File: src/vec_ctrl_pkg.sv
// Select and function codes for the decode, execute, memory and
// writeback stages of the vector slice

package vec_ctrl_pkg;

  // Decode stage, operand 0 source
  typedef enum logic [1:0] {
    OP0_VREG   = 2'd0,
    OP0_SCALAR = 2'd1,
    OP0_ZERO   = 2'd2
  } op0_sel_e;

  // Decode stage, operand 1 source
  typedef enum logic [1:0] {
    OP1_VREG   = 2'd0,
    OP1_STRIDE = 2'd1,
    OP1_ZERO   = 2'd2
  } op1_sel_e;

  // Execute stage, lane function
  typedef enum logic [3:0] {
    ALU_ADD  = 4'd0,
    ALU_SUB  = 4'd1,
    ALU_AND  = 4'd2,
    ALU_OR   = 4'd3,
    ALU_XOR  = 4'd4,
    ALU_SLT  = 4'd5,
    ALU_SLTU = 4'd6,
    ALU_SLL  = 4'd7,
    ALU_SRL  = 4'd8,
    ALU_SRA  = 4'd9
  } alu_fn_e;

  // Memory stage, load response adjustment
  typedef enum logic [2:0] {
    LD_W  = 3'd0,
    LD_B  = 3'd1,
    LD_BU = 3'd2,
    LD_H  = 3'd3,
    LD_HU = 3'd4
  } load_fn_e;

  // Memory stage, writeback source
  typedef enum logic {
    WB_ALU  = 1'b0,
    WB_LOAD = 1'b1
  } wb_sel_e;

endpackage

File: src/vec_cfg_pkg.sv
// Lane count, word width and element index width
// Lane word and lane vector types shared by every stage

package vec_cfg_pkg;

  // Slice geometry
  localparam int NUM_LANES = 4;
  localparam int WORD_W    = 32;
  localparam int IDX_W     = 4;

  // Subword sizes for load adjustment
  localparam int BYTE_W = 8;
  localparam int HALF_W = 16;

  // One lane word
  typedef logic [WORD_W-1:0] word_t;

  // All lanes side by side, lane 0 in the low word
  typedef word_t [NUM_LANES-1:0] lane_vec_t;

endpackage
File: src/vec_load_queue.sv
// Per-lane load response adjustment for word, byte and halfword loads,
// one-entry response hold register and the queue output select

`timescale 1ns/1ps

module vec_load_queue
  import vec_cfg_pkg::*;
  import vec_ctrl_pkg::*;
(
  input  logic      clk,
  input  logic      reset,
  input  lane_vec_t dmem_rdata,
  input  load_fn_e  load_fn,
  input  logic      queue_en,
  input  logic      queue_val,
  output lane_vec_t load_data_m
);

  lane_vec_t adj_m;
  lane_vec_t hold_q;

  // Subword extraction from the low end of each lane word
  always_comb begin
    for (int i = 0; i < NUM_LANES; i++) begin
      case (load_fn)
        LD_W: adj_m[i] = dmem_rdata[i];
        LD_B: adj_m[i] = {{(WORD_W-BYTE_W){dmem_rdata[i][BYTE_W-1]}},
                          dmem_rdata[i][BYTE_W-1:0]};
        LD_BU: adj_m[i] = {{(WORD_W-BYTE_W){1'b0}}, dmem_rdata[i][BYTE_W-1:0]};
        LD_H: adj_m[i] = {{(WORD_W-HALF_W){dmem_rdata[i][HALF_W-1]}},
                          dmem_rdata[i][HALF_W-1:0]};
        LD_HU: adj_m[i] = {{(WORD_W-HALF_W){1'b0}}, dmem_rdata[i][HALF_W-1:0]};
        default: adj_m[i] = dmem_rdata[i];
      endcase
    end
  end

  //--------------------------------------------------------------------------
  // Response hold
  //--------------------------------------------------------------------------

  // Keeps a response that arrives while the pipeline cannot take it
  always_ff @(posedge clk) begin
    if (reset) begin
      hold_q <= '0;
    end else if (queue_en) begin
      hold_q <= adj_m;
    end
  end

  assign load_data_m = queue_val ? hold_q : adj_m;

endmodule

File: config.mk
export PLATFORM = sky130hd
export DESIGN_NAME = vec_load_queue
export DESIGN_NICKNAME = d
export VERILOG_FILES = /design/src/vec_ctrl_pkg.sv /design/src/vec_cfg_pkg.sv /design/src/vec_load_queue.sv
export SDC_FILE = /design/constraint.sdc
export NUM_CORES = 1
export LEC_CHECK = 0
export BUFFER_PORTS_ARGS = -buffer_cell sky130_fd_sc_hd__buf_2
export CAP_MARGIN = 30
export CORE_ASPECT_RATIO = 0.6
export CORE_MARGIN = 2
export CORE_UTILIZATION = 44
export CTS_BUF_LIST = sky130_fd_sc_hd__clkbuf_8
export DETAILED_ROUTE_END_ITERATION = 7
export GPL_TIMING_DRIVEN = 0
export PLACE_DENSITY = 0.74
export SLEW_MARGIN = 20
export SYNTH_ARGS = -nofsm -noshare
export SYNTH_HDL_FRONTEND = slang
export SYNTH_SLANG_ARGS = --single-unit
File: constraint.sdc
create_clock -name clk -period 1.4 [get_ports clk]
set_clock_uncertainty 0.1 [all_clocks]
set_input_delay 0.14 -clock clk [delete_from_list [all_inputs] [get_ports clk]]
set_output_delay 0.14 -clock clk [all_outputs]
set_load 0.02 [all_outputs]
# Yosys cells after proc, flatten, opt, wreduce, memory -nomap -nowiden
# Index checks and enable logic that the tools add are counted.
# word_totals
regBits	128
input_bits	135
elab_cells	13
# classes
n_eq_ne	4
n_mux	5
# ops
operator	n
$pmux W32 S4	4
$mux W128	1
$eq A3 B2 Y1 const B	2
$eq A3 B1 Y1 const B	1
$eq A3 B3 Y1 const B	1

# Longest topological paths before layout
# logic_depth
ltp_word	3
depth_mapped	5
ltp_nobuf	3

# Worst setup path before layout
# No wires, ideal clock.
# synth_timing
path_type	input -> output
startpoint	input port load_fn[1]
endpoint	output port load_data_m[112] in the netlist's numbering
arrival_ps	1392
required_ps	1160
setup_slack_ps	-232
path_stages	5
path_buffers	2
path_cell_list	buf_6 > or3_4 > a21oi_4 > buf_6 > a221o_1
# synth_rtl
element	line	text
start, declared	vec_load_queue.sv:13	input load_fn_e load_fn,
end, declared	vec_load_queue.sv:16	output lane_vec_t load_data_m

==> qor.csv <==
metric,value,unit
CTS tree,done,
most common cell in the synthesized netlist,a221o_1,
Vias/cell,6.28,
failing checks,setup timing,
Final Hold Violating Endpoints,0,
RSZ-0062 raised after global routing,yes,
iteration count of the initial detailed-routing pass,5,
max-cap viol count,0,
Post-synth top cells,"a221o_1 (141), dfxtp_1 (128), a221o_2 (51), mux2_2 (32), mux2i_1 (32)",
Die ar.,14700,um^2
cell-internal power,7650,uW
Overflow after GRT,0,
count of pins over their slew limit,0,
I/O Buffers,259,
Ports,263,
HP Class,input port to flop,
vias in the first global route,7085,
CP startpoint kind,input port,
"Seq/Total Area, Yosys",0.426,
fin nets,1091,
cell taking the most area after synthesis,dfxtp_1,
fin area,10600,um^2
Clock Pin Slew Worst Setup and Hold Paths,0.08,ns
CP max FO,8,
Ys Warns,0,
first-pass GRT wire length,38.1,mm
fin crit share,1.25,
CP Data Arrival Time,1.51,ns
WHS,0.156,ns
status,finished with violations,
# DRC,0,
Placement Setup Slack,-0.780,ns
post-layout min period,1.75,ns
Final Power,10900,uW
leakage,0.00489,uW
Top Usage Layer GRT,met2,
largest registers,hold_q x128,
total clock sinks,128,
Biggest register,hold_q,
met3 GRT Util,0.0794,
Root Driver,clkbuf_8,
synthesized flop and latch total,128,
Setup WS post-layout,-0.347,ns
DR vias,7193,
share of flip-flops with an asynchronous set or reset,0,
Clk pwr share,0.342,
area fraction of the dominant cell type after synthesis,0.426,
met2 usage,0.560,
Die X,155,um
Synth Net Count,653,
gpl congestion,0.849,
Max Clock Freq,572,MHz
Placed Instance Area,7550,um^2
Crit. End Element,output pin,
Area contributors post-synth,"dfxtp_1 (43%), a221o_1 (23%), a221o_2 (9.5%), mux2_2 (6.0%), mux2i_1 (5.3%)",
number of enable flip-flop cells after synthesis,0,
Peak VDD IR,0.617,mV
fin util,0.786,
Post-Synthesis Cells,518,
sequential power share,0.370,
clock latency on the worst-skew pair,0.44,ns
core area,13500,um^2
Largest register FFs,128,
Syn Area/Cell,11.6,um^2
DRT iter0 DRCs,536,
fill cell count,855,
initial cell density of the core,0.446,
antenna violations before repair,1,
GRT met1 Usage,0.420,
total global-route track usage,0.333,
post-DP HPWL,15.8,mm
final setup violation count,117,
Max-slew headroom,0.622,
"Top FF cell, synth",dfxtp_1,
Die Y-Extent,94.6,um
Critical Path RT,1.16,ns
TritonCTS Buffers,17,
sw power,3260,uW
Slew @ Worst Pin,0.567,ns
post-synth cell types,25,
worst setup path class,input port to output pin,
DRT antenna net count,0,
Max Buffers Root-to-Sink,2,
site row count,33,
drt total wl,26.5,mm
Synth Cell Area,6020,um^2
largest net degree at the start of global routing,17,
power per cell area,1030,nW/um^2
Comb pwr share,0.288,
synth-to-layout area growth,76.4,%
routed len/inst,23.1,um
share of layout cells above drive strength 1,0.536,
Sw Share,0.299,
H-tree levels,4,
==> per-stage QoR <==
step | instances | TNS, ns
detailed placement | 952 | -117.29
global route | 1145 | -29.26
finish | 1145 | -25.07
floorplan | 518 | -14.53
CTS | 1126 | -23.54
global placement | 952 | -115.85
==> logic make-up (layout without fill, tap and decap cells) <==
logic type,Yosys count,count (layout),synth area share
compound gates,201,201,0.342
flops,128,128,0.426
buf+inv,66,517,0.0626
mux,64,64,0.113
simple gates,58,58,0.0549
xor+xnor,1,1,0.00146
other cells,0,1,0
==> per-layer routing <==
| layer | wire length (um) | up-vias |
|---|---|---|
| li1 | - | 3080 |
| met4 | 865 | 0 |
| met3 | 2260 | 84 |
| met2 | 12500 | 465 |
| met1 | 10900 | 3564 |
| met5 | 0 | - |
==> power by group through the flow <==
stage,combinational (uW),sequential [uW],clock (uW)
3_5_place_dp,2160,4080,0
2_1_floorplan,1390,4040,0
3_3_place_gp,2110,4070,0
5_1_grt,3280,4050,3870
6_report,3140,4030,3730
4_1_cts,2860,4010,3720
==> critical path, cell delays in order <==
cell and delay [ns]:
buf_12 0.11, buf_4 0.13, nor4b_4 0.40, and2_4 0.21, buf_4 0.16, a221o_1 0.16
buf_2 0.19
==> worst paths after layout <==
| path | from | endpoint | slack [ns] | depth (start not counted) |
|---|---|---|---|---|
| worst max register to register | hold_q[71]$_SDFFE_PP0P_ | hold_q[71]$_SDFFE_PP0P_ | 0 | 3 |
| worst min-delay path | queue_en | hold_q[103]$_SDFFE_PP0P_ | 0.16 | 4 |
| worst max-delay path | load_fn[1] | load_data_m[72] | -0.35 | 7 |
| worst min register to register | hold_q[79]$_SDFFE_PP0P_ | hold_q[79]$_SDFFE_PP0P_ | 0.39 | 1 |
==> cell type report <==
class | instances | area, um^2 | share of cell area
Inverter | 1 | 3.75 | 0.000354
Sequential cell | 128 | 2600 | 0.245
Multi-Input combinational cell | 324 | 3300 | 0.311
Antenna cell | 1 | 2.50 | 0.000236
Clock buffer | 17 | 234 | 0.0220
Clock inverter | 15 | 219 | 0.0206
Buffer | 61 | 518 | 0.0488
Tap cell | 175 | 219 | 0.0206
Timing Repair Buffer | 423 | 3510 | 0.331
==> placed cells by master (no fill, tap or decap), types with 5 or more instances in the layout <==
cell type,count
clkbuf_8,18
mux2_4,32
clkbuf_1,8
dlygate4sd3_1,129
mux2i_1,31
dfxtp_2,32
a221o_1,141
clkbuf_2,7
nor2_1,28
nand2b_1,5
buf_4,76
buf_2,155
bufinv_16,5
dfxtp_1,96
a221o_2,51
buf_6,92
==> repair_timing <==
item / in CTS / in global routing
hold endpoints to repair: 128 / 0
setup buffers: 15 / 17
resized for setup: 263 / 77
hold buffers: 129 / 0
setup endpoints to repair: 171 / 155
cloned: 1 / 2
pin swaps: 11 / 8
Power figures use the tool's default switching activity.
