==> src/vec_ctrl_pkg.sv <==
// Select and function codes for the decode, execute, memory and
// writeback stages of the vector slice

package vec_ctrl_pkg;

  // Decode stage, operand 0 source
  typedef enum logic [1:0] {
    OP0_VREG   = 2'd0,
    OP0_SCALAR = 2'd1,
    OP0_ZERO   = 2'd2
  } op0_sel_e;

  // Decode stage, operand 1 source
  typedef enum logic [1:0] {
    OP1_VREG   = 2'd0,
    OP1_STRIDE = 2'd1,
    OP1_ZERO   = 2'd2
  } op1_sel_e;

  // Execute stage, lane function
  typedef enum logic [3:0] {
    ALU_ADD  = 4'd0,
    ALU_SUB  = 4'd1,
    ALU_AND  = 4'd2,
    ALU_OR   = 4'd3,
    ALU_XOR  = 4'd4,
    ALU_SLT  = 4'd5,
    ALU_SLTU = 4'd6,
    ALU_SLL  = 4'd7,
    ALU_SRL  = 4'd8,
    ALU_SRA  = 4'd9
  } alu_fn_e;

  // Memory stage, load response adjustment
  typedef enum logic [2:0] {
    LD_W  = 3'd0,
    LD_B  = 3'd1,
    LD_BU = 3'd2,
    LD_H  = 3'd3,
    LD_HU = 3'd4
  } load_fn_e;

  // Memory stage, writeback source
  typedef enum logic {
    WB_ALU  = 1'b0,
    WB_LOAD = 1'b1
  } wb_sel_e;

endpackage

==> src/vec_cfg_pkg.sv <==
// Lane count, word width and element index width
// Lane word and lane vector types shared by every stage

package vec_cfg_pkg;

  // Slice geometry
  localparam int NUM_LANES = 4;
  localparam int WORD_W    = 32;
  localparam int IDX_W     = 4;

  // Subword sizes for load adjustment
  localparam int BYTE_W = 8;
  localparam int HALF_W = 16;

  // One lane word
  typedef logic [WORD_W-1:0] word_t;

  // All lanes side by side, lane 0 in the low word
  typedef word_t [NUM_LANES-1:0] lane_vec_t;

endpackage
==> src/vec_writeback.sv <==
// Memory stage register, writeback source select and writeback register

`timescale 1ns/1ps

module vec_writeback
  import vec_cfg_pkg::*;
  import vec_ctrl_pkg::*;
(
  input  logic      clk,
  input  logic      reset,
  input  logic      stall,
  input  lane_vec_t alu_result_x,
  input  lane_vec_t load_data_m,
  input  wb_sel_e   wb_sel,
  output lane_vec_t wb_data
);

  lane_vec_t alu_result_m;
  lane_vec_t wb_mux_m;

  // M <- X
  always_ff @(posedge clk) begin
    if (reset) begin
      alu_result_m <= '0;
    end else if (!stall) begin
      alu_result_m <= alu_result_x;
    end
  end

  // Loads take the adjusted or queued response, everything else the ALU
  assign wb_mux_m = (wb_sel == WB_LOAD) ? load_data_m : alu_result_m;

  // W <- M
  always_ff @(posedge clk) begin
    if (reset) begin
      wb_data <= '0;
    end else if (!stall) begin
      wb_data <= wb_mux_m;
    end
  end

endmodule

==> config.mk <==
export PLATFORM = sky130hd
export DESIGN_NAME = vec_writeback
export DESIGN_NICKNAME = d
export VERILOG_FILES = /design/src/vec_ctrl_pkg.sv /design/src/vec_cfg_pkg.sv /design/src/vec_writeback.sv
export SDC_FILE = /design/constraint.sdc
export NUM_CORES = 1
export LEC_CHECK = 0
export ABC_CLOCK_PERIOD_IN_PS = 1200
export BUFFER_PORTS_ARGS = -buffer_cell sky130_fd_sc_hd__clkbuf_2
export CELL_PAD_IN_SITES_DETAIL_PLACEMENT = 1
export CELL_PAD_IN_SITES_GLOBAL_PLACEMENT = 1
export CORE_ASPECT_RATIO = 1.1
export CORE_MARGIN = 2
export CORE_UTILIZATION = 37
export DETAILED_ROUTE_END_ITERATION = 8
export PLACE_DENSITY_LB_ADDON = 0.1
export SETUP_SLACK_MARGIN = 0.2
export SYNTH_ARGS = -nofsm -noshare
export SYNTH_HDL_FRONTEND = slang
export SYNTH_SLANG_ARGS = --single-unit
==> constraint.sdc <==
create_clock -name clk -period 1.2 [get_ports clk]
set_clock_uncertainty 0.15 [all_clocks]
set_input_delay 0.06 -clock clk [delete_from_list [all_inputs] [get_ports clk]]
set_output_delay 0.06 -clock clk [all_outputs]
set_load 0.03 [all_outputs]
[Word-level counts from Yosys, hierarchy flattened]
Cells that the tools add are included.
Word-level totals
  register bits: 256
  latch bits: 0
  bits in writable memories: 0
  ROM bits: 0
  bits of input ports: 260
  output and inout port bits: 128
  logic and storage cells: 9
  memories: 0
Operators by class
  add/subtract/negate cells: 0
  $mul: 0
  divide/modulo/power cells: 0
  $lt $le $gt $ge: 0
  equal/unequal tests: 0
  shift-type cells: 0
  multiplexer cells: 1
  bitwise operators: 0
  reductions and logical operators: 0
Operators with widths (count)
  2-to-1 mux 128 bit: 1

[Logic depth before layout (Yosys ltp)]
  depth in word-level cells: 1
  depth in mapped cells: 5
  gate-level depth less buffers: 2

[Least setup slack after synthesis]
OpenSTA, ideal clock, no wires.
  kind: input -> register
  from: input port stall
  to: register alu_result_m[0] (netlist bit)
  library setup time: 128 ps
  data arrival time: 783 ps
  required time: 922 ps
  path slack: 140 ps
  cell stages on the path: 5
  buffers on the path: 3
  cell sequence: buf_2 -> buf_2 -> buf_4 -> mux2i_1 -> nor2_1
RTL lines
  start, declared: line vec_writeback.sv:11  | input logic stall,
  end signal, assigned: line vec_writeback.sv:26  | alu_result_m <= alu_result_x;
  end, declared: line vec_writeback.sv:18  | lane_vec_t alu_result_m;

[Final worst setup path]
  from: register wb_data[46] (netlist bit)
  to: output port wb_data[46] (netlist bit)
RTL lines
  start, declared: line vec_writeback.sv:15  | output lane_vec_t wb_data
  start signal, assigned: line vec_writeback.sv:38  | wb_data <= wb_mux_m;
No word-level cell between the ends.

==> metrics.md <==
| Metric | Value |
|---|---|
| CTS Root Cell | `clkbuf_16` |
| Buf/Inv on CP | `1` |
| Logic gate share of total power | `0.216` |
| Top-Level Pins | `388` |
| IO buf count | `387` |
| CTS tree | `yes` |
| Area grow syn2layout | `77.26%` |
| Clock latency on the worst-skew pair | `0.54 ns` |
| Clock slew at reported path FFs | `0.06 ns` |
| Crit-path max cell delay | `0.37 ns` |
| Min-delay worst type | `input port to register` |
| Cells after synthesis | `982` |
| CORE AREA | `28460 um^2` |
| WS Path Type | `register to output pin` |
| First-pass GRT wire length | `64280 um` |
| Worst relative slew slack | `0.7728` |
| Setup crit end kind | `output pin` |
| Clock sinks | `256` |
| Power per Cell Area | `1270 nW/um^2` |
| Period utilization | `1.048` |
| Pint | `17.28 mW` |
| RSZ-0062 raised after global routing | `true` |
| Setup WS post-layout | `-0.05751 ns` |
| Placer congestion estimate | `0.7620` |
| Largest net degree at the start of global routing | `57` |
| DR iter-0 viols | `398` |
| Tightest Pin Transition | `0.3408 ns` |
| Switch share | `0.2765` |
| Initial Util | `0.3728` |
| Antenna Violating Nets Remaining | `0` |
| Leading area contributor after synthesis | `dfxtp_1` |
| Routed vias/inst | `5.004` |
| Pins over their slew limit | `0` |
| Share of layout cells above drive strength 1 | `0.4225` |
| Full die area | `30050 um^2` |
| Total CTS buffers | `29` |
| Outcome | `complete, but fails checks` |
| WP data arrival | `1.05 ns` |
| Design Area, Final | `18810 um^2` |
| Hold Violations, Final | `104` |
| P_leak | `8.653 nW` |
| Placement Setup Slack | `0.004220 ns` |
| Max cap viols | `0` |
| TNS Setup | `-3.520 ns` |
| Failing checks | `negative hold slack, negative setup slack` |
| Vias in the first global route | `11.63k` |
| Vias | `10.37k` |
| Critical Path, Cell by Cell | `buf_8` |
| Leading post-synthesis cells by cell area | `dfxtp_1, mux2i_1, a211oi_1, nor2b_1, nor2_1` |
| Syn nets | `1242` |
| Synth warn | `0` |
| Drt pass-1 iters | `4` |
| Die X | `165.5 um` |
| Placed instance area | `13030 um^2` |
| Total grt overflow | `0` |
| Peak VDD IR | `0.001047 V` |
| Initial antenna violation count | `8` |
| Clk buf depth | `3` |
| Critical path origin | `wb_data[46]$_SDFFE_PP0N_` |
| Clock power frac | `0.382` |
| WL/cell | `22.75 um` |
| Critical R2R Launch | `wb_data[59]$_SDFFE_PP0N_` |
| Crit-path max FO | `2` |
| FP Rows | `65` |
| WL final | `47170 um` |
| CP required | `0.99 ns` |
| Syn Area/Cell | `10.81 um^2` |
| DRC Markers | `0` |
| Worst reg2reg setup slack | `0.04 ns` |
| Mapped Area | `10610 um^2` |
| Minimum period implied by the final worst setup slack | `1.258 ns` |
| Slowest CP cell | `dfxtp_2` |
| Startpoint type of the worst setup path | `register` |
| Total chip power | `23.89 mW` |
| Worst hold slack | `-0.2554 ns` |
| FMAX | `795.2 MHz` |
| Synth cell types | `13` |
| Sw Pwr | `6.607 mW` |
| Cell family with most CP delay | `flip-flops` |
| Startpoint of the worst hold path | `reset` |
| Seq pwr share | `0.402` |
| Setup violations, final | `128` |
| Die span in y | `181.6 um` |
| Hpwl dp | `22970 um` |
| Total track usage | `0.2721` |
| H-tree depth | `1` |
| Yosys reg bits | `256` |
| Sequential element share of the synthesized area | `0.4830` |
| Nets | `1937` |
| Share of the synthesized area in the top cell type | `0.4830` |
[layout make-up]
cell class,count,area (um^2)
Fill cell,2918,9656
Clock inverter,5,75.07
Tap cell,368,460.4
Clock buffer,46,879.6
Multi-Input combinational cell,640,5084
Inverter,1,6.256
Antenna cell,8,20.02
Sequential cell,256,5296
Timing Repair Buffer,749,6988
[cell families after synthesis]
kind of cell	count (synthesis)	share of synthesized area
mux	256	0.2415
flops	256	0.4830
simple gates	256	0.1207
compound gates	128	0.09574
buf+inv	86	0.05907
[repair_timing]
action / CTS / global route
gates cloned: 0 / 0
setup endpoints to repair: 128 / 150
gates resized for setup: 384 / 199
buffers inserted: 27 / 38
endpoints found under the hold margin: 256 / 76
hold buffers: 256 / 2
pin swaps: 0 / 16
[power groups by stage]
stage	registers, mW	logic [mW]	clock network, mW
after floorplan	10.1	1.54	0
after global placement	9.52	3.23	0
after detailed placement	9.54	3.28	0
after CTS	9.46	4.52	9.13
after global routing	9.66	5.45	9.59
final	9.60	5.17	9.12
[path summary, 6_finish.rpt]
path | to | depth (start not counted)
setup reg to reg | wb_data[59]$_SDFFE_PP0N_ | 4
hold / removal | wb_data[19]$_SDFFE_PP0N_ | 2
setup / recovery | wb_data[46] | 1
hold reg to reg | alu_result_m[52]$_SDFFE_PP0N_ | 2
[through the flow]
stage               utilization  cells  hold slack (ns)
CTS                      0.6335   2025          -0.2722
global placement         0.4578   1691           0.1397
finish                   0.6608   2073          -0.2554
global route             0.6608   2073          -0.2387
floorplan                     -    982          0.05394
detailed placement       0.4578   1691           0.1496
[state kept, by name (all words and copies together), names as in the netlist]
| signal | cells |
|---|---|
| wb_data | 128 |
| alu_result_m | 128 |
[cell usage after synthesis]
| library cell | instances |
|---|---|
| dfxtp_1 | 256 |
| mux2i_1 | 256 |
| nor2_1 | 128 |
| buf_2 | 17 |
| buf_12 | 13 |
| clkbuf_1 | 38 |
| buf_4 | 13 |
| buf_1 | 1 |
| nor2b_1 | 128 |
| buf_6 | 3 |
| inv_1 | 1 |
| a211oi_1 | 117 |
| a211oi_2 | 11 |
[cell usage in the layout (no fill, tap or decap), types with 2 or more instances in the layout]
| master | synthesis | final |
|---|---|---|
| a211oi_1 | 117 | 88 |
| a211oi_2 | 11 | 40 |
| buf_12 | 13 | 26 |
| buf_4 | 13 | 63 |
| buf_6 | 3 | 16 |
| buf_8 | 0 | 129 |
| bufinv_16 | 0 | 2 |
| clkbuf_1 | 38 | 8 |
| clkbuf_16 | 0 | 29 |
| clkbuf_2 | 0 | 256 |
| clkbuf_8 | 0 | 10 |
| clkinv_2 | 0 | 3 |
| dfxtp_1 | 256 | 127 |
| dfxtp_2 | 0 | 125 |
| dfxtp_4 | 0 | 4 |
| diode_2 | 0 | 8 |
| dlygate4sd3_1 | 0 | 258 |
| mux2i_1 | 256 | 255 |
| nor2_1 | 128 | 128 |
| nor2b_1 | 128 | 116 |
| nor2b_2 | 0 | 3 |
| nor2b_4 | 0 | 9 |
[routing by layer]
layer,global-route usage,vias to the layer above,part of all wire
met5,0,-,0
met4,0.1055,0,0.045
met3,0.05642,127,0.057
met2,0.5085,360,0.53
met1,0.2955,5057,0.36
li1,-,4830,-
(Power assumes the default switching activity.)
